--- src/rtl/byteLaneBank.sv ---
`default_nettype none

module byteLaneBank #(
  parameter int indexWidth = 5
) (
  input  logic                  clkIn,
  input  logic [indexWidth-1:0] lineIndex,
  input  logic                  readEnable,
  input  logic                  writeEnable,
  input  logic [7:0]            writeByte,
  output logic [7:0]            readByte
);

  localparam int lineCount = 2 ** indexWidth;

  logic [7:0] laneMem [lineCount]; // one byte of every line

  always_ff @(posedge clkIn) begin
    if (writeEnable) begin
      laneMem[lineIndex] <= writeByte;
    end
    // holds its value while not enabled, the writeback relies on that
    if (readEnable) begin
      readByte <= laneMem[lineIndex];
    end
  end

endmodule

`default_nettype wire

--- config.mk ---
export PLATFORM = sky130hd
export DESIGN_NAME = byteLaneBank
export DESIGN_NICKNAME = d
export VERILOG_FILES = /design/src/rtl/byteLaneBank.sv
export SDC_FILE = /design/constraint.sdc
export NUM_CORES = 1
export LEC_CHECK = 0
export ABC_AREA = 1
export BUFFER_PORTS_ARGS = -buffer_cell sky130_fd_sc_hd__buf_4
export CORE_MARGIN = 4
export CORE_UTILIZATION = 60
export CTS_CLUSTER_DIAMETER = 50
export CTS_CLUSTER_SIZE = 40
export DETAILED_ROUTE_END_ITERATION = 7
export PLACE_DENSITY = 0.78
export SLEW_MARGIN = 20
export SYNTH_ARGS = -nofsm -noshare
export SYNTH_HDL_FRONTEND = slang
export SYNTH_SLANG_ARGS = --single-unit
export TNS_END_PERCENT = 5
--- constraint.sdc ---
create_clock -name clkIn -period 2 [get_ports clkIn]
set_input_delay 0.3 -clock clkIn [delete_from_list [all_inputs] [get_ports clkIn]]
set_output_delay 0.3 -clock clkIn [all_outputs]
set_load 0.005 [all_outputs]
; Yosys cells after proc, flatten, opt, wreduce, memory -nomap -nowiden
; Memories as Yosys holds them, arrays and structs flattened. A register that Yosys moved wholly into a read port is not among the register bits.
; Index checks and enable logic that the tools add are counted.
[totals]
ff_bits = 0
ramBits = 256
output_inout_bits = 8
elab_cells = 3
mem_count = 1
[memory_table]
columns = name, words, word_bits, read_ports, rd_clocked_by_memory_dff, wr, line
row1 = laneMem, 32, 8, 1, 1, 1, 16  ; logic [7:0] laneMem [lineCount];
[op_classes]
mux = 2
[ops]
columns = cell, n
row1 = $mux W1, 2

; Logic depth before layout (Yosys ltp)
[logic_depth]
depth_word = 2
mapped_depth = 12
ltp_nobuf = 9

; Worst setup path after synthesis
; OpenSTA, ideal clock, no wires.
[synth_timing]
path_kind = input -> register
startpoint = input port lineIndex[2]
endpoint = memory laneMem[28][0] (enable)
setup_time_ns = 0.370
arrival_ns = 1.392
path_slack_ns = 0.238
stages = 5
path_buffers = 1
cell_sequence = buf_4 -> inv_2 -> nor3_2 -> inv_1 -> nor2_1
[synth_lines]
columns = item, line
row1 = start: declaration, 7  ; input logic [indexWidth-1:0] lineIndex,
row2 = end: declaration, 16
; No word-level cell before the write port.

; Final worst setup path
[layout_timing]
startpoint = register readByte[2] (read register of laneMem)
endpoint = output port readByte[2]
[layout_lines]
columns = item, line
row1 = start: declaration, 11  ; output logic [7:0] readByte
; No word-level cell between the ends.

==> impl_metrics.csv <==
group,metric,value,unit
clock_tree,cts_root_buffer,"clkbuf_16",
critical_path,startpoint_type,"flop",
critical_path,crit_path_end_kind,"output pin",
clock_tree,htreeDepth,1,
global_routing,grt_pass1_vias,7261,
synth,synth_edf_count,264,
drt,wirelength,25.2,mm
pwr,ir_worst_vdd,0.891,mV
drt,drt_iter0_markers,831,
critical_path,cpLargestDelayFamily,"flip-flops",
placed_design,numPortBuffers,23,
run_status,status,"finished clean",
finish,drive_above_1_share,11.5,%
timing,slew_violations,0,
critical_path,r2r_setup_slack,640,ps
synth,yosys.area_share.adder,0,%
drt,drc,0,
synth,synth_top_family_by_area,"simple AND/OR/NAND/NOR gates",
floorplan,initial_core_util,61.4,%
timing,fin_worst_skew,20.6,ps
synth,async_reset_ff_share,0,%
global_routing,antenna_found_initial,0,
global_routing,grt_pass1_wl,39.5,mm
critical_path,criticalPathCategory,"reg2out",
job,max-cap-violations,0,
timing,finalSetupViolCount,0,
floorplan,die_h,144,um
clock_tree,cts_resized,0,
timing,post-route-period-util,73.1,%
floorplan,rows,49,
drt,antenna_left,0,
synth,ys.flop_type,"edfxtp_1",
clock_tree,clk_pin_slew,90,ps
critical_path,cp_num_buf_inv,1,
synth,synthXorXnorAreaFrac,0,%
synth,synth_top_cell_by_area,"edfxtp_1",
timing,hold_viol_final,0,
worst_hold_path,hold_path.class,"in2reg",
synth,synth_area,11100,um2
clock_tree,cts.sinks,264,
pwr,p_leak,5.24,nW
drt,vias,7470,
timing,worst_slew_pin_slew,595,ps
global_routing,grt_max_degree,57,
pwr,power_density,887,nW/um2
drt,routed_via_density,5.47,
clock_tree,clock_path_buffers,3,
global_routing,grt.total_usage,25.0,%
synth,ys_ff_latch,264,
synth,yosys-top-cells-count,"nand2_1 (680), edfxtp_1 (264), nor2_1 (48)",
floorplan,ios,24,
drt,wl_per_cell,18.4,um
critical_path,max_stage_delay,470,ps
clock_tree,cts_hold_buffers,0,
synth,yosysMostFrequentCell,"nand2_1",
floorplan,die_w,144,um
critical_path,slowest_stage,"edfxtp_1",
clock_tree,cts_tree,"built",
critical_path,critPathArrivalTime,1160,ps
critical_path,cp_cell_sequence,"buf_4",
synth,yosysTopAreaCellShare,71.6,%
timing,slew_headroom,60.3,%
critical_path,crit_required,1700,ps
synth,seq_area_frac_synth,71.6,%
finish,fillers,1293,
finish,nets,1139,
synth,muxShareOfSynthArea,0,%
global_routing,grt-ovfl-total,0,
finish,final_core_utilization,69.0,%
synth,synthTopCellsByArea,"edfxtp_1 (72%), nand2_1 (23%), nor2_1 (1.6%), buf_2 (1.1%), buf_4 (0.88%)",
critical_path,cp_max_fo,1,
floorplan,design.die.area,20700,um2
pwr,fin_total_pwr,0.0110,W
floorplan,coreArea,18000,um2
clock_tree,cts_made_buffers,20,
synth,ys_types,11,
synth,synth_nets,1079,
clock_tree,post_cts_buffers,0,
synth,yosysWarnings,0,
timing,clock.fmax,684,MHz
synth,yosys.area_share.simple,25.6,%
synth,synthCells,1063,
timing,fin_crit,1460,ps
synth,syn_avg_cell_area,10.4,um2
timing,rsz0062_at_grt,"false",
clock_tree,clk_latency,520,ps
placed_design,detailed_place_hpwl,15.3,mm
finish,antenna_cells,0,
finish,area_delta_synth_final,12.4,%
placed_design,gp_congestion,0.886,
drt,firstDrtPassIters,6,
timing,finalSetupTns,0,ps
synth,synth_compound_area_share,0,%
[registers in the layout (all words and copies together), names as in the netlist]
register / cells
laneMem: 256
readByte: 8
[layout by cell type, fill, tap and decap left out]
master / netlist / layout
nand2_1: 680 / 680
edfxtp_1: 264 / 264
buf_4: 13 / 82
nor2_1: 48 / 48
clkbuf_16: 0 / 20
inv_2: 9 / 8
nor3_2: 8 / 8
clkinv_8: 0 / 5
clkinv_1: 0 / 5
nand3_1: 4 / 4
inv_1: 4 / 4
bufinv_16: 0 / 2
buf_12: 0 / 2
clkinv_2: 0 / 1
inv_8: 0 / 1
clkinvlp_4: 0 / 1
inv_6: 0 / 1
[layout make-up]
type                            count  area [um2]  share of cell area (%)
Sequential cell                   264        7930                    63.7
Inverter                           13        50.0                   0.402
Clock buffer                       20         500                    4.02
Clock inverter                     15         188                    1.51
Multi-Input combinational cell    740        2830                    22.8
Tap cell                          229         287                    2.30
Timing Repair Buffer               84         656                    5.27
[path summary, 6_finish.rpt]
kind,to,depth (start not counted),start
setup / recovery,readByte[2],1,readByte[2]$_DFFE_PP_
hold / removal,readByte[0]$_DFFE_PP_,1,readEnable
setup reg to reg,readByte[2]$_DFFE_PP_,8,laneMem[24][2]$_DFFE_PP_
hold reg to reg,readByte[7]$_DFFE_PP_,8,laneMem[21][7]$_DFFE_PP_
[routing by layer]
| metal | wire [um] | global-route usage (%) |
|---|---|---|
| met4 | 721 | 8.87 |
| met1 | 10600 | 36.6 |
| met5 | 0 | 0 |
| met2 | 11900 | 39.3 |
| met3 | 1920 | 3.06 |
[where the power goes]
part | total (W) | internal (W) | switching (W)
combinational | 0.000716 | 0.000205 | 0.000511
clock | 0.00412 | 0.00217 | 0.00196
sequential | 0.00620 | 0.00617 | 0.0000294
total | 0.0110 | 0.00854 | 0.00250
[cell families (layout without fill, tap and decap cells)]
| group | count (synthesis) | count (layout) |
|---|---|---|
| simple gates | 740 | 740 |
| flops | 264 | 264 |
| buf+inv | 59 | 132 |
[through the flow]
step / hold WS [ps] / instance area [um2] / worst slack (ps) / cells
final: 131 / 12400 / 538 / 1365
after global routing: 116 / 12400 / 523 / 1365
after CTS: 117 / 12400 / 542 / 1365
after detailed placement: 652 / 11800 / 135 / 1330
after global placement: 650 / 11800 / 128 / 1330
after floorplan: 399 / 11100 / 238 / 1063
(Power assumes the default switching activity.)
