===== config.mk =====
export PLATFORM = sky130hd
export DESIGN_NAME = readPath
export DESIGN_NICKNAME = d
export VERILOG_FILES = /design/src/rtl/dcachePkg.sv /design/src/rtl/readPath.sv
export SDC_FILE = /design/constraint.sdc
export NUM_CORES = 1
export LEC_CHECK = 0
export BUFFER_PORTS_ARGS = -buffer_cell sky130_fd_sc_hd__buf_2
export CAP_MARGIN = 20
export CORE_ASPECT_RATIO = 1.4
export CORE_MARGIN = 10
export CORE_UTILIZATION = 42
export CTS_CLUSTER_DIAMETER = 40
export DETAILED_ROUTE_END_ITERATION = 8
export GPL_ROUTABILITY_DRIVEN = 1
export GPL_TIMING_DRIVEN = 0
export PLACE_DENSITY = 0.79
export SYNTH_ARGS = -nofsm -noshare
export SYNTH_HDL_FRONTEND = slang
export SYNTH_SLANG_ARGS = --single-unit
export TNS_END_PERCENT = 100

===== constraint.sdc =====
create_clock -name clkIn -period 1.75 [get_ports clkIn]
set_clock_uncertainty 0.15 [all_clocks]
set_input_delay 0.0875 -clock clkIn [delete_from_list [all_inputs] [get_ports clkIn]]
set_output_delay 0.0875 -clock clkIn [all_outputs]
set_load 0.005 [all_outputs]

===== src/rtl/dcachePkg.sv =====
`default_nettype none

package dcachePkg;

  parameter int ADDR_WIDTH = 32;
  parameter int WORD_WIDTH = 32;

  // encoding of the load/store unit's access type field
  typedef enum logic [1:0] {
    accNone = 2'b00,
    accByte = 2'b01,
    accHalf = 2'b10,
    accWord = 2'b11
  } accessSizeT;

  typedef enum logic [2:0] {
    stIdle,
    stLookup,
    stWriteBack,
    stRefill,
    stRespond
  } ctrlStateT;

  // bytes touched by one access
  function automatic int sizeBytes(accessSizeT size);
    int count;
    case (size)
      accByte: count = 1;
      accHalf: count = 2;
      accWord: count = 4;
      default: count = 0;
    endcase
    return count;
  endfunction

endpackage

`default_nettype wire


===== src/rtl/readPath.sv =====
`default_nettype none

module readPath #(
  parameter int blockWidth = 4
) (
  input  logic                                clkIn,
  input  logic                                resetIn,
  input  logic [(2**blockWidth)*8-1:0]        laneReadData,
  input  logic                                loadStrobe,
  input  logic [blockWidth-1:0]               reqOffset,
  input  dcachePkg::accessSizeT               reqSize,
  output logic                                loadValid,
  output logic [dcachePkg::WORD_WIDTH-1:0]    loadData,
  output logic [(2**blockWidth)*8-1:0]        memLineOut
);
  import dcachePkg::*;

  localparam int lineBits = (2 ** blockWidth) * 8;

  logic [lineBits-1:0]   shiftedLine;
  logic [WORD_WIDTH-1:0] sizeMask;
  logic [WORD_WIDTH-1:0] alignedWord;

  always_comb begin
    shiftedLine = laneReadData >> (8 * reqOffset); // first byte lands in lane 0
    case (reqSize)
      accByte: sizeMask = WORD_WIDTH'(8'hff);
      accHalf: sizeMask = WORD_WIDTH'(16'hffff);
      accWord: sizeMask = '1;
      default: sizeMask = '0;
    endcase
    alignedWord = shiftedLine[WORD_WIDTH-1:0] & sizeMask; // zero extension
  end

  always_ff @(posedge clkIn) begin
    if (resetIn) begin
      loadValid <= 1'b0;
    end else begin
      loadValid <= loadStrobe;
    end
  end

  always_ff @(posedge clkIn) begin
    if (loadStrobe) begin
      loadData <= alignedWord;
    end
  end

  // lanes still hold the victim line read during lookup
  assign memLineOut = laneReadData;

endmodule

`default_nettype wire


# Yosys cells after proc, flatten, opt, wreduce, memory -nomap -nowiden
# Index checks and enable logic that the tools add are counted.
[classes]
n_eq_ne = 3
n_shift = 1
mux = 1
n_bitwise = 1
[ops]
columns = ["cell", "n"]
rows = [
  ["128-bit by 7-bit >> shifter with 32-bit output", 1],
  ["32-bit one-hot mux with 3 select lines", 1],
  ["32-bit AND", 1],
  ["2-bit equality test, second input constant", 2],
  ["2-bit by 1-bit equality test with 1-bit output, second input constant", 1],
]
[totals]
ff_bits = 33
output_inout_bits = 161
wordCells = 8

# Depth between registers and ports, before layout
[logic_depth]
ltp_word = 3
ltp_mapped = 8
ltp_nobuf = 4

# Worst setup path before layout
# Ideal clock, no wire load.
[synth_path]
path_kind = "input port to flip-flop"
from = "input reqOffset[0]"
to = "register loadData[18] (netlist name), data pin"
setup_ns = 0.270
t_arrival_ns = 1.281
slack_ns = 0.050
stages = 6
n_path_buf = 2
cell_sequence = "buf_6 buf_8 mux4_2 and2_0 a311oi_1 nor3_1"
[synth_between]
elab_chain_cells = 2
[synth_lines]
columns = ["item", "line", "source"]
rows = [
  ["start: declaration", "readPath.sv:10", "input logic [blockWidth-1:0] reqOffset,"],
  ["128-bit by 7-bit >> shifter with 32-bit output", "readPath.sv:25", "shiftedLine = laneReadData >> (8 * reqOffset);"],
  ["32-bit AND", "readPath.sv:32", "alignedWord = shiftedLine[WORD_WIDTH-1:0] & sizeMask;"],
  ["named net alignedWord[18]", "readPath.sv:22", "logic [WORD_WIDTH-1:0] alignedWord;"],
  ["end signal: assignment", "readPath.sv:45", "loadData <= alignedWord;"],
  ["end: declaration", "readPath.sv:13", "output logic [dcachePkg::WORD_WIDTH-1:0] loadData,"],
]
# The timed path passes the listed nets, and every way through them passes these cells.
# A chain may end at the register's enable or synchronous reset.

# Worst setup path in the final report
[layout_path]
from = "input reqOffset[2]"
to = "register loadData[6] (netlist name), data pin"
# The elaborated chain is that of the path after synthesis.

==> report_table.html <==
<table>
<tr><th>Metric</th><th>Value</th></tr>
<tr><th colspan="2">Outcome</th></tr>
<tr><td>Outcome</td><td>finished, final reports clean</td></tr>
<tr><th colspan="2">Clock tree</th></tr>
<tr><td>CTS tree</td><td>yes</td></tr>
<tr><td>Number of clock sinks seen by CTS</td><td>33</td></tr>
<tr><td>Clk root buf</td><td>clkbuf_16</td></tr>
<tr><td>Number of clock buffers inserted by TritonCTS</td><td>5</td></tr>
<tr><td>Clock Pin Slew Worst Setup and Hold Paths</td><td>60 ps</td></tr>
<tr><td>Buffers from clock root to sink, at most</td><td>2</td></tr>
<tr><td>Level count of the clock H-tree</td><td>2</td></tr>
<tr><td>Setup fix buffers added after clock tree synthesis</td><td>0</td></tr>
<tr><th colspan="2">Flow run</th></tr>
<tr><td>Number of maximum-capacitance violations</td><td>0</td></tr>
<tr><th colspan="2">STA</th></tr>
<tr><td>Setup repair after global routing missed its margin</td><td>false</td></tr>
<tr><td>Worst hold slack</td><td>65.1 ps</td></tr>
<tr><td>Timing-limited maximum frequency</td><td>576 MHz</td></tr>
<tr><td>Number of pins exceeding their max-slew limit in the final report</td><td>0</td></tr>
<tr><td>Min Clock Period, post-route</td><td>1740 ps</td></tr>
<tr><td>Final setup fails</td><td>0</td></tr>
<tr><td>Worst max-slew margin expressed relative to the limit</td><td>0.203</td></tr>
<tr><td>Actual transition at the worst max-transition pin</td><td>1190 ps</td></tr>
<tr><td>Total count of hold-check failures in the final report</td><td>0</td></tr>
<tr><td>Share of the clock period used by the worst path after layout</td><td>0.992</td></tr>
<tr><th colspan="2">Finish</th></tr>
<tr><td>Final cell count without fillers</td><td>1018</td></tr>
<tr><td>Fraction of final layout cells sized beyond drive strength 1</td><td>0.623</td></tr>
<tr><td>Net count reported at finish</td><td>976</td></tr>
<tr><td>Synth-to-layout area growth</td><td>33.3%</td></tr>
<tr><td>Ant. Diodes</td><td>0</td></tr>
<tr><td>Utilization of the core after routing</td><td>0.577</td></tr>
<tr><td>Filler Cell Count</td><td>1189</td></tr>
<tr><th colspan="2">Yosys</th></tr>
<tr><td>Area leader, netlist</td><td>mux2i_1</td></tr>
<tr><td>Share of the synthesized area in the top cell type</td><td>0.229</td></tr>
<tr><td>Synth Area per Inst</td><td>10.4 um^2</td></tr>
<tr><td>Share of synthesized area occupied by flip-flops and latches</td><td>0.175</td></tr>
<tr><td>Post-synthesis cell type count</td><td>39</td></tr>
<tr><td>Warnings, synthesis</td><td>0</td></tr>
<tr><td>Number of instances in the synthesized netlist</td><td>537</td></tr>
<tr><td>Biggest area contributors in the synthesized netlist</td><td>mux2i_1 (23%), mux4_2 (18%), buf_4 (18%)</td></tr>
<tr><td>Most common library cells after synthesis</td><td>buf_4 (131), mux2i_1 (128), nand2_1 (49)</td></tr>
<tr><td>Dominant register cell in the synthesized netlist</td><td>edfxtp_1</td></tr>
<tr><td>FFs w/ async S/R, synth</td><td>0</td></tr>
<tr><td>Total nets after synthesis</td><td>674</td></tr>
<tr><td>Most frequent cell after synthesis</td><td>buf_4</td></tr>
<tr><td>Synthesis-stage register bit count</td><td>33</td></tr>
<tr><td>EDFF count, synth</td><td>32</td></tr>
<tr><td>Post-synthesis cell area</td><td>5600 um^2</td></tr>
<tr><th colspan="2">Place</th></tr>
<tr><td>Port Buf Inserts</td><td>295</td></tr>
<tr><td>Post-placement cell count</td><td>1010</td></tr>
<tr><td>Routability congestion estimate</td><td>0.940</td></tr>
<tr><td>Final HPWL DP</td><td>19800 um</td></tr>
<tr><th colspan="2">Power and ir drop</th></tr>
<tr><td>Total design power</td><td>0.00369 W</td></tr>
<tr><td>Cell area power density</td><td>495 nW/um^2</td></tr>
<tr><td>Max rail drop VDD</td><td>0.353 mV</td></tr>
<tr><td>Leakage power</td><td>3.73 nW</td></tr>
<tr><th colspan="2">Die</th></tr>
<tr><td>IO Count</td><td>298</td></tr>
<tr><td>Chip Height</td><td>157 um</td></tr>
<tr><td>Die width</td><td>118 um</td></tr>
<tr><td>Cell row count</td><td>49</td></tr>
<tr><td>Initial standard-cell utilization of the core</td><td>0.433</td></tr>
<tr><td>Die area</td><td>18400 um^2</td></tr>
<tr><td>Core footprint</td><td>12900 um^2</td></tr>
<tr><th colspan="2">Global routing</th></tr>
<tr><td>Total congestion overflow after global routing</td><td>0</td></tr>
<tr><td>Via count of the first global-routing pass</td><td>6314</td></tr>
<tr><td>Maximum number of pins on one net before global-route repair</td><td>34</td></tr>
<tr><td>Total routing resource utilization after global routing</td><td>0.254</td></tr>
<tr><td>Global-route wire length before repair</td><td>36500 um</td></tr>
<tr><td>Number of antenna violations at the first check in global routing</td><td>1</td></tr>
<tr><th colspan="2">Route</th></tr>
<tr><td>Routed Wire Length</td><td>24800 um</td></tr>
<tr><td>Number of DRC markers in iteration 0</td><td>575</td></tr>
<tr><td>Post-detailed-route DRC marker count</td><td>0</td></tr>
<tr><td>Mean number of vias per cell</td><td>5.79</td></tr>
<tr><td>Routed len/inst</td><td>24.4 um</td></tr>
<tr><td>Detailed-routing iteration count for the pre-antenna-repair pass</td><td>5</td></tr>
<tr><td>Total vias in the final route</td><td>5896</td></tr>
<tr><td>Final ANT Viol Nets</td><td>0</td></tr>
<tr><th colspan="2">Worst setup path</th></tr>
<tr><td>CP endpoint kind</td><td>flop</td></tr>
<tr><td>Critical path type</td><td>primary input to flop</td></tr>
<tr><td>Max FO, Critical Path</td><td>10</td></tr>
<tr><td>CP Data Required Time</td><td>1580 ps</td></tr>
<tr><td>Arrival time at the worst endpoint</td><td>1570 ps</td></tr>
<tr><td>Element type at the critical path start</td><td>primary input</td></tr>
<tr><th colspan="2">Min path</th></tr>
<tr><td>Hold WC Path Type</td><td>primary input to flop</td></tr>
</table>
==> worst max-delay path, stage by stage <==
cell	delay [ps]
buf_2	140
buf_4	210
buf_2	210
o21ai_1	650
o22ai_1	270
==> stage by stage <==
step | instance area, um^2 | TNS, ps | setup slack (ps)
after floorplan | 5600 | 0 | 49.6
after global placement | 7290 | -7750 | -416
after detailed placement | 7290 | -8520 | -411
after CTS | 7460 | 0 | 2.91
after global routing | 7460 | 0 | 13.8
final | 7460 | 0 | 14.5
==> report_power, final <==
group / internal (W) / leakage [nW] / total (W) / switching (W)
registers: 0.000956 / 0.316 / 0.000974 / 0.0000176
clock network: 0.000522 / 0.0696 / 0.000883 / 0.000361
logic: 0.000931 / 3.35 / 0.00183 / 0.000903
total: 0.00241 / 3.73 / 0.00369 / 0.00128
==> layout make-up <==
class	instances	area (um^2)	share of cell area
Buffer	167	1350	0.181
Clock buffer	5	125	0.0168
Clock inverter	3	17.5	0.00235
Inverter	4	21.3	0.00285
Multi-Input combinational cell	332	3260	0.437
Sequential cell	33	981	0.132
Tap cell	178	223	0.0299
Timing Repair Buffer	296	1490	0.199
==> flip-flops by register name, summed over array words and instances, names as in the netlist <==
name       flops
loadValid      1
loadData      32
==> kinds of logic (layout without fill, tap and decap cells) <==
group | after synthesis | count (layout) | synth area share
muxes | 177 | 177 | 0.418
AOI/OAI and AO/OA | 72 | 72 | 0.0919
DFF | 33 | 33 | 0.175
and+or+nand+nor | 83 | 83 | 0.0711
buffers and inverters | 172 | 475 | 0.244
==> cell usage in the layout (no fill, tap or decap), drive strengths merged, types with 11 or more instances in the layout <==
cell type,synthesis,routed
buf,163,456
mux2i,128,128
nand2,49,49
mux4,45,45
edfxtp,32,32
a311oi,17,17
o22ai,17,17
o21ai,15,15
and2,11,11
clkbuf,5,11
==> metal layers <==
layer,wire length (um),global-route usage,vias up
met1,8690,0.279,2788
met2,12400,0.444,485
met4,1230,0.137,2
met3,2490,0.0645,100
li1,-,-,2521
met5,13,0,-
==> final timing paths <==
path | end | slack, ps | startpoint | cells after the start
setup / recovery | loadData[6] | 10 | reqOffset[2] | 5
hold / removal | loadData[12] | 70 | reqSize[1] | 2
==> repair_timing <==
action / 4_1_cts / 5_1_grt
cloned: 0 / 0
resized for setup: 4 / 3
hold buffers: 1 / 0
endpoints found under the setup margin: 11 / 9
hold endpoints to repair: 1 / 0
Power figures use the tool's default switching activity.
